[src/verilog/replay_params.svh]
`ifndef REPLAY_PARAMS_SVH
`define REPLAY_PARAMS_SVH

// Ingress word and its two memory halves
`define REPLAY_WORD_W 72
`define REPLAY_HALF_W 36

// SRAM write address width
`define REPLAY_ADDR_W 19

// Ingress FIFO geometry, depth must be a power of two
`define REPLAY_FIFO_DEPTH 16
`define REPLAY_FIFO_AW 4

// Memory burst length, 2 or 4
`define REPLAY_BURST_LEN 2

// Host register bus
`define REPLAY_REG_AW 3
`define REPLAY_REG_DW 32

`endif

[src/verilog/replay_pkg.sv]
`default_nettype none

`include "replay_params.svh"

package replay_pkg;

  // Host register map
  typedef enum logic [`REPLAY_REG_AW-1:0] {
    REG_CTRL       = 3'd0, // bit 0 enable, bit 1 soft reset (write one)
    REG_ADDR_LOW   = 3'd1,
    REG_ADDR_HIGH  = 3'd2,
    REG_WORD_COUNT = 3'd3, // read only
    REG_WR_PTR     = 3'd4, // read only
    REG_STATUS     = 3'd5  // read only
  } reg_addr_e;

  // Writer burst phase, only relevant in burst 4
  typedef enum logic {
    PHASE_FIRST  = 1'b0,
    PHASE_SECOND = 1'b1
  } wr_phase_e;

endpackage

`default_nettype wire

[src/verilog/store_ifs.sv]
`default_nettype none

`include "replay_params.svh"

// Control from the register block, status back from the writer
interface store_cfg_if;
  logic                      soft_rst;
  logic                      enable;
  logic [`REPLAY_ADDR_W-1:0] addr_low;
  logic [`REPLAY_ADDR_W-1:0] addr_high;
  logic                      word_pulse;
  logic [`REPLAY_ADDR_W-1:0] wr_ptr;

  modport regs (output soft_rst, enable, addr_low, addr_high,
                input  word_pulse, wr_ptr);
  modport user (input  soft_rst, enable, addr_low, addr_high,
                output word_pulse, wr_ptr);
endinterface

// SRAM write port, strobes active low
interface mem_write_if;
  logic                      ad_w_n;
  logic                      d_w_n;
  logic [`REPLAY_ADDR_W-1:0] ad_wr;
  logic [`REPLAY_HALF_W-1:0] dwl;
  logic [`REPLAY_HALF_W-1:0] dwh;
  logic                      wr_full;

  modport writer (output ad_w_n, d_w_n, ad_wr, dwl, dwh,
                  input  wr_full);
endinterface

`default_nettype wire
[src/verilog/fifo_to_mem.sv]
`default_nettype none

`include "replay_params.svh"

module fifo_to_mem
  import replay_pkg::*;
(
  input  wire logic                      clk,
  input  wire logic                      arst_n,
  input  wire logic                      cal_done,
  store_cfg_if.user                      cfg,
  input  wire logic [`REPLAY_WORD_W-1:0] head,
  input  wire logic                      empty,
  output logic                           pop,
  mem_write_if.writer                    mem
);

  localparam int unsigned BURST_LEN = `REPLAY_BURST_LEN;

  logic                      accept;
  logic                      strobe_now;
  logic                      strobe_n;
  logic [`REPLAY_ADDR_W-1:0] ptr;
  wr_phase_e                 phase;

  // Write rule, one word per clock at most
  assign accept = !empty && !mem.wr_full && cal_done && cfg.enable && !cfg.soft_rst;
  assign pop    = accept;

  // Burst 4 strobes only the first word of each pair
  assign strobe_now = accept && ((BURST_LEN == 2) || (phase == PHASE_FIRST));

  // Address and data strobes move together
  assign mem.ad_w_n = strobe_n;
  assign mem.d_w_n  = strobe_n;
  assign cfg.wr_ptr = ptr;

  // Split word and address, registered alongside the strobe
  always_ff @(posedge clk) begin
    if (accept) begin
      mem.dwl <= head[`REPLAY_HALF_W-1:0];
      mem.dwh <= head[`REPLAY_WORD_W-1:`REPLAY_HALF_W];
      // Burst 4 addresses pairs of words
      mem.ad_wr <= (BURST_LEN == 4) ? (ptr >> 1) : ptr;
    end
  end

  always_ff @(posedge clk or negedge arst_n) begin
    if (!arst_n) begin
      strobe_n       <= 1'b1;
      cfg.word_pulse <= 1'b0;
      ptr            <= '0;
      phase          <= PHASE_FIRST;
    end else if (cfg.soft_rst) begin
      strobe_n       <= 1'b1;
      cfg.word_pulse <= 1'b0;
      ptr            <= cfg.addr_low;
      phase          <= PHASE_FIRST;
    end else begin
      strobe_n       <= !strobe_now;
      cfg.word_pulse <= accept;
      if (accept) begin
        // Circular window, inclusive of both bounds
        if (ptr == cfg.addr_high) begin
          ptr <= cfg.addr_low;
        end else begin
          ptr <= ptr + 1'b1;
        end
        phase <= (phase == PHASE_FIRST) ? PHASE_SECOND : PHASE_FIRST;
      end
    end
  end

endmodule

`default_nettype wire

[src/verilog/ingress_fifo.sv]
`default_nettype none

`include "replay_params.svh"

module ingress_fifo (
  input  wire logic                      clk,
  input  wire logic                      arst_n,
  store_cfg_if.user                      cfg,
  input  wire logic                      push,
  input  wire logic [`REPLAY_WORD_W-1:0] push_data,
  output logic                           full,
  input  wire logic                      pop,
  output logic      [`REPLAY_WORD_W-1:0] head,
  output logic                           empty
);

  localparam int unsigned DEPTH = `REPLAY_FIFO_DEPTH;

  logic [`REPLAY_WORD_W-1:0]  storage [DEPTH];
  logic [`REPLAY_FIFO_AW-1:0] wr_idx;
  logic [`REPLAY_FIFO_AW-1:0] rd_idx;
  // One extra bit so a full FIFO is distinct from empty
  logic [`REPLAY_FIFO_AW:0]   count;
  logic                       do_push;
  logic                       do_pop;

  assign full  = (count == (`REPLAY_FIFO_AW+1)'(DEPTH));
  assign empty = (count == '0);

  // Pushes while full or during a flush are dropped
  assign do_push = push && !full && !cfg.soft_rst;
  assign do_pop  = pop && !empty;

  // Oldest word always presented, valid while not empty
  assign head = storage[rd_idx];

  always_ff @(posedge clk) begin
    if (do_push) begin
      storage[wr_idx] <= push_data;
    end
  end

  // Pointers wrap on their own since depth is a power of two
  always_ff @(posedge clk or negedge arst_n) begin
    if (!arst_n) begin
      wr_idx <= '0;
      rd_idx <= '0;
      count  <= '0;
    end else if (cfg.soft_rst) begin
      // Flush, stored data is left behind
      wr_idx <= '0;
      rd_idx <= '0;
      count  <= '0;
    end else begin
      if (do_push) begin
        wr_idx <= wr_idx + 1'b1;
      end
      if (do_pop) begin
        rd_idx <= rd_idx + 1'b1;
      end
      // Simultaneous push and pop leaves the count alone
      if (do_push && !do_pop) begin
        count <= count + 1'b1;
      end else if (do_pop && !do_push) begin
        count <= count - 1'b1;
      end
    end
  end

endmodule

`default_nettype wire

[src/verilog/replay_regs.sv]
`default_nettype none

`include "replay_params.svh"

module replay_regs
  import replay_pkg::*;
(
  input  wire logic                      clk,
  input  wire logic                      arst_n,
  input  wire logic                      cal_done,
  input  wire logic                      fifo_empty,
  input  wire logic                      reg_wr,
  input  wire logic [`REPLAY_REG_AW-1:0] reg_addr,
  input  wire logic [`REPLAY_REG_DW-1:0] reg_wdata,
  output logic      [`REPLAY_REG_DW-1:0] reg_rdata,
  store_cfg_if.regs                      cfg
);

  reg_addr_e                 addr_e;
  logic [`REPLAY_REG_DW-1:0] word_count;

  assign addr_e = reg_addr_e'(reg_addr);

  // Host writes land on the next edge
  always_ff @(posedge clk or negedge arst_n) begin
    if (!arst_n) begin
      cfg.enable    <= 1'b1;
      cfg.soft_rst  <= 1'b0;
      cfg.addr_low  <= '0;
      cfg.addr_high <= '1;
    end else begin
      // Soft reset lasts one cycle
      cfg.soft_rst <= reg_wr && (addr_e == REG_CTRL) && reg_wdata[1];
      if (reg_wr) begin
        case (addr_e)
          REG_CTRL:      cfg.enable    <= reg_wdata[0];
          REG_ADDR_LOW:  cfg.addr_low  <= reg_wdata[`REPLAY_ADDR_W-1:0];
          REG_ADDR_HIGH: cfg.addr_high <= reg_wdata[`REPLAY_ADDR_W-1:0];
          default: ;
        endcase
      end
    end
  end

  // Written-word counter, cleared along with the datapath
  always_ff @(posedge clk or negedge arst_n) begin
    if (!arst_n) begin
      word_count <= '0;
    end else if (cfg.soft_rst) begin
      word_count <= '0;
    end else if (cfg.word_pulse) begin
      word_count <= word_count + 1'b1;
    end
  end

  // Read mux, unmapped addresses read zero
  always_comb begin
    reg_rdata = '0;
    case (addr_e)
      REG_CTRL:       reg_rdata[0] = cfg.enable;
      REG_ADDR_LOW:   reg_rdata[`REPLAY_ADDR_W-1:0] = cfg.addr_low;
      REG_ADDR_HIGH:  reg_rdata[`REPLAY_ADDR_W-1:0] = cfg.addr_high;
      REG_WORD_COUNT: reg_rdata = word_count;
      REG_WR_PTR:     reg_rdata[`REPLAY_ADDR_W-1:0] = cfg.wr_ptr;
      REG_STATUS: begin
        reg_rdata[0] = cal_done;
        reg_rdata[1] = fifo_empty;
      end
      default: ;
    endcase
  end

endmodule

`default_nettype wire

[src/verilog/replay_store.sv]
`default_nettype none

`include "replay_params.svh"

module replay_store (
  input  wire logic                      clk,
  input  wire logic                      arst_n,
  // Host ingress stream
  input  wire logic                      in_valid,
  input  wire logic [`REPLAY_WORD_W-1:0] in_data,
  output logic                           in_full,
  // Host register bus
  input  wire logic                      reg_wr,
  input  wire logic [`REPLAY_REG_AW-1:0] reg_addr,
  input  wire logic [`REPLAY_REG_DW-1:0] reg_wdata,
  output logic      [`REPLAY_REG_DW-1:0] reg_rdata,
  // SRAM write side
  input  wire logic                      cal_done,
  input  wire logic                      mem_wr_full,
  output logic                           mem_ad_w_n,
  output logic                           mem_d_w_n,
  output logic      [`REPLAY_ADDR_W-1:0] mem_ad_wr,
  output logic      [`REPLAY_HALF_W-1:0] mem_dwl,
  output logic      [`REPLAY_HALF_W-1:0] mem_dwh
);

  logic                      fifo_pop;
  logic                      fifo_empty;
  logic [`REPLAY_WORD_W-1:0] fifo_head;

  store_cfg_if cfg_bus ();
  mem_write_if mem_bus ();

  // Memory port onto plain pins
  assign mem_bus.wr_full = mem_wr_full;
  assign mem_ad_w_n      = mem_bus.ad_w_n;
  assign mem_d_w_n       = mem_bus.d_w_n;
  assign mem_ad_wr       = mem_bus.ad_wr;
  assign mem_dwl         = mem_bus.dwl;
  assign mem_dwh         = mem_bus.dwh;

  ingress_fifo ingress_fifo_inst (
    .clk       (clk),
    .arst_n    (arst_n),
    .cfg       (cfg_bus),
    .push      (in_valid),
    .push_data (in_data),
    .full      (in_full),
    .pop       (fifo_pop),
    .head      (fifo_head),
    .empty     (fifo_empty)
  );

  fifo_to_mem fifo_to_mem_inst (
    .clk      (clk),
    .arst_n   (arst_n),
    .cal_done (cal_done),
    .cfg      (cfg_bus),
    .head     (fifo_head),
    .empty    (fifo_empty),
    .pop      (fifo_pop),
    .mem      (mem_bus)
  );

  replay_regs replay_regs_inst (
    .clk        (clk),
    .arst_n     (arst_n),
    .cal_done   (cal_done),
    .fifo_empty (fifo_empty),
    .reg_wr     (reg_wr),
    .reg_addr   (reg_addr),
    .reg_wdata  (reg_wdata),
    .reg_rdata  (reg_rdata),
    .cfg        (cfg_bus)
  );

endmodule

`default_nettype wire

[config.mk]
export PLATFORM = sky130hd
export DESIGN_NAME = replay_store
export DESIGN_NICKNAME = d
export VERILOG_FILES = /design/src/verilog/replay_pkg.sv /design/src/verilog/store_ifs.sv /design/src/verilog/fifo_to_mem.sv /design/src/verilog/ingress_fifo.sv /design/src/verilog/replay_regs.sv /design/src/verilog/replay_store.sv
export VERILOG_INCLUDE_DIRS = /design/src /design/src/verilog
export SDC_FILE = /design/constraint.sdc
export NUM_CORES = 1
export LEC_CHECK = 0
export BUFFER_PORTS_ARGS = -buffer_cell sky130_fd_sc_hd__buf_4
export CELL_PAD_IN_SITES_DETAIL_PLACEMENT = 1
export CELL_PAD_IN_SITES_GLOBAL_PLACEMENT = 2
export CORE_MARGIN = 5
export CORE_UTILIZATION = 47
export CTS_CLUSTER_SIZE = 16
export DETAILED_ROUTE_END_ITERATION = 8
export GPL_ROUTABILITY_DRIVEN = 0
export GPL_TIMING_DRIVEN = 0
export PLACE_DENSITY_LB_ADDON = 0.25
export RECOVER_POWER = 100
export SLEW_MARGIN = 20
export SYNTH_ARGS = -nofsm -noshare
export SYNTH_HDL_FRONTEND = slang
export SYNTH_SLANG_ARGS = --single-unit
[constraint.sdc]
create_clock -name clk -period 9.85 [get_ports clk]
set_clock_uncertainty 0.15 [all_clocks]
set_input_delay 0 -clock clk [delete_from_list [all_inputs] [get_ports clk]]
set_output_delay 0 -clock clk [all_outputs]
set_load 0.05 [all_outputs]
# After elaboration in Yosys (flattened, before gate mapping)
# Memories as Yosys holds them, arrays and structs flattened. A register that Yosys moved wholly into a read port is not among the register bits.
# Index checks and enable logic that the tools add are counted.
[totals] mem_count=1 input_bits=113 register_bits=125 ram_bits=1152 wordCells=74
[op_classes] muxes=20 n_eq_ne=7 add_sub_neg=6 reduce_logical=28
[mem_list] memory="ingress_fifo_inst.storage" words=16 width=72 rd=1 rd_clocked_by_memory_dff=1 wr=1 line="ingress_fifo.sv:19" rtl="logic [`REPLAY_WORD_W-1:0] storage [DEPTH];"
[op_table] op="$pmux W17 S4" count=1
[op_table] op="$mux W32" count=2
[op_table] op="$mux W19" count=3
[op_table] op="$add A32 B1 Y32 const B" count=1
[op_table] op="$add A19 B1 Y19 const B" count=1
[op_table] op="$eq A19 B19 Y1" count=1
[op_table] op="$mux W4" count=4
[op_table] op="$mux W5" count=3
[op_table] op="$mux W13" count=1
[op_table] op="$logic_and A1 B1 Y1" count=11
[op_table] op="$add A4 B1 Y4 const B" count=2
[op_table] op="$reduce_bool A2 Y1" count=4
[op_table] op="$logic_not A1 Y1" count=7
[op_table] op="$eq A3 B2 Y1 const B" count=2
[op_table] op="$eq A3 B3 Y1 const B" count=2
[op_table] op="$pmux W1 S6" count=1
[op_table] op="$reduce_and A2 Y1" count=3
[op_table] op="$add A5 B1 Y5 const B" count=1
[op_table] op="$eq A5 B5 Y1 const B" count=1
[op_table] op="$logic_not A5 Y1" count=1
[op_table] op="$pmux W1 S5" count=1
[op_table] op="$sub A5 B1 Y5 const B" count=1
[op_table] op="$mux W1" count=4
[op_table] op="$eq A3 B1 Y1 const B" count=1
[op_table] op="other kinds (2)" count=2

# Depth between registers and ports, before layout
# Gate-level depths: netlist of the first run.
[depth] ltp_word=11 mapped_depth=12

# Least setup slack after synthesis of the first run
# Ideal clock, no wire load.
[synth_path] kind="reg2reg" start="register replay_regs_inst.cfg.soft_rst" end="memory ingress_fifo_inst.storage[4][0] in the netlist's numbering, enable pin" path_slack_ps=2896 n_path_buf=1 setup_ps=605 stages_incl_launch_ff=6 required_ps=9095 t_arrival_ps=6198 cell_sequence="dfrtp_1 > clkbuf_1 > inv_1 > and3_1 > nand2_1 > nor3b_1"
[synth_via] elab_chain_len=4
[synth_rtl] element="start, declared" line="store_ifs.sv:14" rtl="modport regs (output soft_rst, enable, addr_low, addr_high,"
[synth_rtl] element="start signal, assigned" line="replay_regs.sv:33" rtl="cfg.soft_rst <= reg_wr && (addr_e == REG_CTRL) && reg_wdata[1];"
[synth_rtl] element="$logic_not A1 Y1" line="ingress_fifo.sv:31" rtl="assign do_push = push && !full && !cfg.soft_rst;"
[synth_rtl] element="$logic_and A1 B1 Y1" line="ingress_fifo.sv:31"
[synth_rtl] element="$mux W1" line="ingress_fifo.sv:38" rtl="if (do_push) begin"
[synth_rtl] element="$mux W1 (not written as such)" line="ingress_fifo.sv:39" rtl="storage[wr_idx] <= push_data;"
[synth_rtl] element="end, declared" line="ingress_fifo.sv:19"
# No other way between the ends.

# Worst setup path after layout of the first run
[layout_path] start="register replay_regs_inst.cfg.soft_rst" end="memory ingress_fifo_inst.storage[6][26] in the netlist's numbering, enable pin"
# The elaborated chain is that of the path after synthesis.

==> results of run 1 <==
## per-layer routing
layer | track usage | routed length [um]
met3 | 0.04340 | 8545
met5 | 0 | 54
met1 | 0.3182 | 59170
met2 | 0.4295 | 74980
met4 | 0.06617 | 3436
## final timing paths
kind,cells after the start,startpoint,endpoint,slack [ns]
max in group asynchronous,4,arst_n,fifo_to_mem_inst.cfg.wr_ptr[10]$_DFFE_PN0P_,7.68
worst min register to register,0,fifo_to_mem_inst.cfg.wr_ptr[15]$_DFFE_PN0P_,fifo_to_mem_inst.mem.ad_wr[15]$_DFFE_PP_,0.29
worst max register to register,8,replay_regs_inst.cfg.soft_rst$_DFF_PN0_,ingress_fifo_inst.storage[6][26]$_DFFE_PP_,3.60
worst min-delay path,4,reg_addr[0],replay_regs_inst.cfg.soft_rst$_DFF_PN0_,0.10
min in group asynchronous,3,arst_n,replay_regs_inst.cfg.addr_high[16]$_DFFE_PN1P_,1.32
worst max-delay path,8,replay_regs_inst.cfg.soft_rst$_DFF_PN0_,ingress_fifo_inst.storage[6][26]$_DFFE_PP_,3.60
## state kept, by name, indices dropped and copies added, names as in the netlist
signal	flops
fifo_to_mem_inst.cfg.word_pulse	1
replay_regs_inst.cfg.addr_high	19
ingress_fifo_inst.storage	1152
fifo_to_mem_inst.mem.dwh	36
fifo_to_mem_inst.cfg.wr_ptr	19
ingress_fifo_inst.wr_idx	4
ingress_fifo_inst.count	5
replay_regs_inst.cfg.enable	1
replay_regs_inst.cfg.soft_rst	1
ingress_fifo_inst.rd_idx	4
replay_regs_inst.cfg.addr_low	19
fifo_to_mem_inst.mem.ad_w_n	1
fifo_to_mem_inst.mem.dwl	36
fifo_to_mem_inst.mem.ad_wr	19
replay_regs_inst.word_count	32
## power by group
group          leakage (nW)  internal (mW)  switching, mW
clock network          2.22           3.05           2.21
logic                  5.96           1.47           2.56
registers              12.5           6.95          0.218
total                  20.7           11.5           4.99
## what timing repair did
item	CTS	global route
hold buffers	179	0
endpoints found under the hold margin	1326	0
setup endpoints to repair	0	0
## layout by cell type, fill, tap and decap left out, types with 13 or more instances in the layout
cell	n
mux4_2	144
nand4_1	20
a22o_1	18
nor3_1	13
dfstp_2	21
clkinv_1	27
a21oi_1	91
buf_1	14
xor2_1	22
nand3_1	23
clkbuf_16	142
a221oi_1	72
nor2_1	81
buf_2	30
clkinv_2	19
buf_4	29
edfxtp_1	1243
xnor2_1	38
bufinv_16	13
mux2_2	108
clkbuf_4	51
clkbuf_1	368
mux2i_1	220
dfrtp_1	85
dlygate4sd3_1	178
a22oi_1	78
o21ai_0	154
a221o_1	18
nand2_1	117
## critical path, delay by kind of cell (launching register included)
family,cells,cell delay [ns]
buffers and inverters,6,3.62
DFF,1,0.40
and+or+nand+nor,2,1.73
## metrics by stage
stage | util | cells | setup TNS, ns | hold slack [ns] | total power, mW
global route | 0.5620 | 5088 | 0 | 0.08440 | 17.11
global placement | 0.5067 | 4562 | -678.46 | 0.09129 | 11.21
floorplan | - | 2851 | 0 | -0.4456 | 9.828
CTS | 0.5785 | 5087 | 0 | 0.004515 | 16.79
finish | 0.5620 | 5091 | 0 | 0.1030 | 16.46
detailed placement | 0.5211 | 4648 | 0 | 0.05592 | 11.45
## cell type report
class	count	area share
Antenna cell	4	0.0001605
Inverter	12	0.0007422
Tap cell	1488	0.02985
Clock inverter	79	0.01312
Sequential cell	1349	0.6414
Clock buffer	181	0.05996
Buffer	158	0.01031
Multi-Input combinational cell	1332	0.1914
Timing Repair Buffer	488	0.05310
## cell families (layout without fill, tap and decap cells)
logic type               after synthesis  in the layout
AND/OR/NAND/NOR                      316            316
flip-flops                          1349           1349
XOR/XNOR                              60             60
adder cells (fa/ha/maj)               13             13
multiplexers                         474            474
buffers and inverters                170            918
AO/OA/AOI/OAI                        469            469
other                                  0              4
==> results.json, run 1 <==
{
  "drive_above_1_share": 0.1667,
  "drv_cap": 20,
  "crit_chain": "clkbuf_1 -> inv_1 -> clkbuf_1 -> nand3_1 -> nor2_1 -> clkbuf_1 -> clkbuf_1 -> buf_8",
  "synth_top_area_cell": "edfxtp_1",
  "violations": "max-capacitance violations, max-slew violations",
  "crit_path_end_kind": "register",
  "grt_use_total": 0.2451,
  "timing.critical_path.mode_cell": "clkbuf_1",
  "multi_input_area_um2": 11940,
  "power.leakage_nw": 20.72,
  "nNetsFinal": 3608,
  "grt_max_degree": 86,
  "drc": 0,
  "vias_per_cell": 5.876,
  "outcome": "complete, but fails checks",
  "synth_mux_area_frac": 0.1268,
  "syn-cell-area_um2": 52690,
  "finalMaxSlewViolations": 350,
  "synth_compound_area_frac": 0.05915,
  "worstSkewPairLatency_ns": 0.75,
  "placed_cell_area_um2": 57830,
  "synth_top_family_by_area": "multiplexers",
  "arrival_ns": 6.52,
  "clock_sinks": 1349,
  "path_class": "register to register",
  "cp_max_fo": 18,
  "post-dp-hpwl_um": 96090,
  "drtIter0Drc": 2582,
  "syn_nets": 2977,
  "core_area_um2": 111000,
  "async_flop_share": 0.07858,
  "ys_seq_area_frac": 0.7592,
  "fin_ws_ns": 3.605,
  "synth_most_common_cell": "edfxtp_1",
  "start_kind": "register",
  "postCtsResizedCells": 0,
  "rsz0062_at_grt": "false",
  "synth-seq-cells": 1349,
  "synth-simple-area-share": 0.02823,
  "clk_pin_slew_ns": 0.06,
  "slowest_stage": "nor2_1",
  "syn2layout_area_growth_pct": 18.37,
  "cts_max_level": 4,
  "synth_xor_xnor_area_share": 0.009973,
  "vdd_drop_max_uv": 180.3,
  "post_cts_buffers": 0,
  "grt_first_pass_wirelength_um": 214900,
  "cts_made_buffers": 141,
  "synth_area_per_cell_um2": 18.48,
  "fmax_mhz": 160.1,
  "die_width_um": 344.8,
  "dp_slack_ns": 6.017,
  "slew_headroom": -0.4402,
  "slowest_delay_ns": 1.48,
  "overflow": 0,
  "rows": 122,
  "antenna_found_initial": 10,
  "synthAdderAreaFrac": 0.003229,
  "io_pins": 239,
  "timing.final.hold_violations": 0,
  "postRouteAntennaNets": 0,
  "port_buffers": 223,
  "ys_types": 65,
  "initial_core_util": 0.4748,
  "grt_pass1_vias": 32925,
  "seq_area_um2": 40000,
  "fillers": 10134,
  "wl_um": 146200,
  "fin_crit_sh": 0.6340,
  "cts_buffer_depth": 3,
  "power_density_nw_per_um2": 263.8,
  "worst_pin_slew_ns": 2.156,
  "synth_common_cells": "edfxtp_1 (1243), mux2i_1 (220), o21ai_0 (152)",
  "synth_top_area_share": 0.7084,
  "syn_inst": 2851,
  "cts_root_buf": "clkbuf_16",
  "critPathRequiredTime_ns": 10.13,
  "tritoncts": "done",
  "setup_viol": 0,
  "synthFlopType": "edfxtp_1",
  "drtPass1Iterations": 5,
  "synth_edf_count": 1243,
  "wl_per_cell_um": 28.71,
  "synth.area.top_cells": "edfxtp_1 (71%), mux4_2 (6.2%), mux2i_1 (4.2%)",
  "die-area_um2": 118900,
  "die_height_um": 344.8,
  "fin_crit_ns": 6.245,
  "yosys_warnings": 0,
  "hold_path.class": "input port to register",
  "vias": 29916,
  "final_area_um2": 62370
}
Power figures use the tool's default switching activity.
==> run 2, diff against run 1 <==
ABC_AREA = 1   (was not set)
CORE_UTILIZATION = 43   (was 47)
clock period = 5.87 ns   (was 9.85 ns; I/O delays follow)
==> run 2 against run 1 <==
Via count increased by 27%. Global-route usage increased by 2.7 points. Synthesized area rose by 1.5%. Combinational power rose by 110%. Cell area rose by 3.0%. Critical endpoint is now fifo_to_mem_inst.mem.dwh[8]$_DFFE_PP_. Hold slack improved by 0.095 ns. Largest power group unchanged. Wire length is 25% higher. The flow still finishes with violations (max-capacitance violations, max-slew violations). Die area grew 11%. Clock power is 74% higher. Register-to-register slack worse by 2.8 ns. Synthesized cell count increased by 45%.
==> results.json, run 2 <==
{
  "async_flop_share": 0.07858,
  "final_cell_mix": "edfxtp_1 (1243), nand2_1 (734), clkbuf_1 (435)",
  "power_density_nw_per_um2": 462.5,
  "holdWs_ns": 0.1983,
  "antenna_found_initial": 12,
  "syn_nets": 4266,
  "synth-seq-cells": 1349,
  "die_width_um": 362.7,
  "crit_path_end_kind": "register",
  "drv_cap": 10,
  "grt_pass1_vias": 39832,
  "tritoncts": "done",
  "nNetsFinal": 4997,
  "arrival_ns": 5.40,
  "postCtsResizedCells": 0,
  "r2r_end": "fifo_to_mem_inst.mem.dwh[8]$_DFFE_PP_",
  "outcome": "complete, but fails checks",
  "synthFlopType": "edfxtp_1",
  "p_seq_frac": 0.405,
  "cts_max_level": 4,
  "ys_seq_area_frac": 0.7480,
  "power.leakage_nw": 22.38,
  "largest_register_ffs": 1152,
  "rrSetupSlack_ns": 0.81,
  "hold_path.class": "input port to register",
  "rsz0062_at_grt": "false",
  "grt_use_total": 0.2720,
  "postRouteAntennaNets": 0,
  "fin_crit_sh": 0.8626,
  "die_height_um": 362.7,
  "cp_max_fo": 12,
  "die-area_um2": 131500,
  "vdd_drop_max_uv": 338.6,
  "ys_types": 44,
  "port_buffers": 225,
  "start_kind": "register",
  "worstSkewPairLatency_ns": 0.78,
  "finalMaxSlewViolations": 255,
  "vias_per_cell": 5.709,
  "pwr-share-comb": 0.288,
  "synth_area_per_cell_um2": 12.92,
  "violations": "max-capacitance violations, max-slew violations",
  "initial_core_util": 0.4326,
  "rows": 129,
  "drtPass1Iterations": 5,
  "drc": 0,
  "drtIter0Drc": 3896,
  "critPathRequiredTime_ns": 6.21,
  "grt_max_degree": 55,
  "syn-cell-area_um2": 53480,
  "yosys_warnings": 0,
  "setup_viol": 0,
  "synth_common_cells": "edfxtp_1 (1243), nand2_1 (734), o21ai_0 (407)",
  "ff2ff_path_depth": 8,
  "syn_inst": 4140,
  "net-switching-power_mw": 10.69,
  "io_pins": 239,
  "fin_crit_ns": 5.063,
  "synth_top_area_cell": "edfxtp_1",
  "synth_top_area_share": 0.6979,
  "slew_headroom": -1.146,
  "fmax_mhz": 197.5,
  "clock_sinks": 1349,
  "internal_power_mw": 19.02,
  "clk_pin_slew_ns": 0.06,
  "cts_buffer_depth": 3,
  "cts_root_buf": "clkbuf_16",
  "cts_made_buffers": 145,
  "core_area_um2": 123600,
  "synth_edf_count": 1243,
  "crit_start": "ingress_fifo_inst.rd_idx[0]$_DFFE_PN0P_",
  "final_area_um2": 64240,
  "reg.largest.list": "ingress_fifo_inst.storage: 1152 flops, fifo_to_mem_inst.mem.dwh: 36 flops, fifo_to_mem_inst.mem.dwl: 36 flops",
  "largest_register": "ingress_fifo_inst.storage",
  "endpoint": "fifo_to_mem_inst.mem.dwh[8]$_DFFE_PP_",
  "grt_first_pass_wirelength_um": 265100,
  "wl_um": 182100,
  "r2r-start": "ingress_fifo_inst.rd_idx[0]$_DFFE_PN0P_",
  "overflow": 0,
  "wl_per_cell_um": 27.45,
  "drive_above_1_share": 0.09942,
  "swShare": 0.3598,
  "final_common_cell": "edfxtp_1",
  "worst_pin_slew_ns": 3.219,
  "syn2layout_area_growth_pct": 20.12,
  "post-dp-hpwl_um": 124400,
  "path_class": "register to register",
  "synth.area.top_cells": "edfxtp_1 (70%), nand2_1 (5.2%), dfrtp_1 (4.0%)",
  "synth_most_common_cell": "edfxtp_1",
  "clockPowerShare": 0.307,
  "timing.final.hold_violations": 0,
  "vias": 37876,
  "placed_cell_area_um2": 58850
}
==> run 2: worst min-delay path by stage <==
| stage | startpoint | to | slack, ns | cells past startpoint |
|---|---|---|---|---|
| after floorplan | arst_n | fifo_to_mem_inst.cfg.word_pulse$_DFF_PN0_ | -0.45 | 0 |
| after global placement | reg_wdata[2] | replay_regs_inst.cfg.addr_high[2]$_DFFE_PN1P_ | 0.11 | 3 |
| after detailed placement | arst_n | replay_regs_inst.cfg.addr_low[16]$_DFFE_PN0P_ | -0.14 | 1 |
| after CTS | in_data[60] | ingress_fifo_inst.storage[2][60]$_DFFE_PP_ | 0.0009 | 2 |
| after global routing | in_valid | ingress_fifo_inst.wr_idx[0]$_DFFE_PN0P_ | 0.22 | 5 |
| final | in_valid | ingress_fifo_inst.wr_idx[0]$_DFFE_PN0P_ | 0.20 | 5 |
==> run 2: layout make-up <==
| type | instances | area, um^2 |
|---|---|---|
| Buffer | 251 | 1155 |
| Clock inverter | 75 | 708.2 |
| Timing Repair Buffer | 584 | 4075 |
| Tap cell | 1637 | 2048 |
| Inverter | 156 | 591.8 |
| Fill cell | 12709 | 59400 |
| Antenna cell | 8 | 20.02 |
| Sequential cell | 1349 | 40000 |
| Multi-Input combinational cell | 2384 | 11670 |
| Clock buffer | 190 | 3964 |
==> run 2: repair_timing <==
item,in CTS,in global routing
hold endpoints to repair,1317,0
hold buffers,205,0
buffers inserted,0,0
==> run 2: per-layer routing <==
layer | wire, um | up-vias | track usage
met3 | 11700 | 297 | 0.04682
met4 | 4859 | 4 | 0.07494
li1 | - | 16678 | -
met1 | 75570 | 19547 | 0.3588
met2 | 89950 | 1350 | 0.4677
met5 | 26 | - | 0
==> run 2: cell families (layout without fill, tap and decap cells) <==
logic type	count (synthesis)	count (layout)	synth area share
compound gates	918	918	0.1011
buf+inv	407	1256	0.03306
xor+xnor	20	20	0.003275
fa+ha+maj	13	13	0.003182
other cells	0	8	0
flops	1349	1349	0.7480
simple gates	1433	1433	0.1113
==> run 2: worst max-delay path, cell delays in order (launching register included) <==
cell and delay (ns):
dfrtp_1 0.58, clkbuf_1 0.87, clkinvlp_2 0.80, clkbuf_1 0.77
clkbuf_1 0.51, o21ai_0 0.30, o22ai_1 0.12, o21ai_0 0.48
o21ai_0 0.19
==> run 2: per-stage QoR <==
stage / cells / util / power (mW) / TNS, ns / worst slack (ns)
CTS: 6626 / 0.5305 / 30.02 / 0 / 1.784
floorplan: 4140 / - / 16.75 / -621.36 / -0.7904
finish: 6634 / 0.5196 / 29.71 / 0 / 0.8066
global route: 6629 / 0.5195 / 30.88 / 0 / 0.8006
detailed placement: 6156 / 0.4760 / 20.78 / 0 / 1.837
global placement: 6002 / 0.4628 / 20.52 / -6939.48 / -7.697
==> run 2: power by group through the flow <==
stage	clock network, mW	logic (mW)	registers, mW
after floorplan	0	4.35	12.4
after global placement	0	8.08	12.4
after detailed placement	0	8.58	12.2
after CTS	9.22	8.78	12.0
after global routing	9.67	9.12	12.1
final	9.13	8.55	12.0
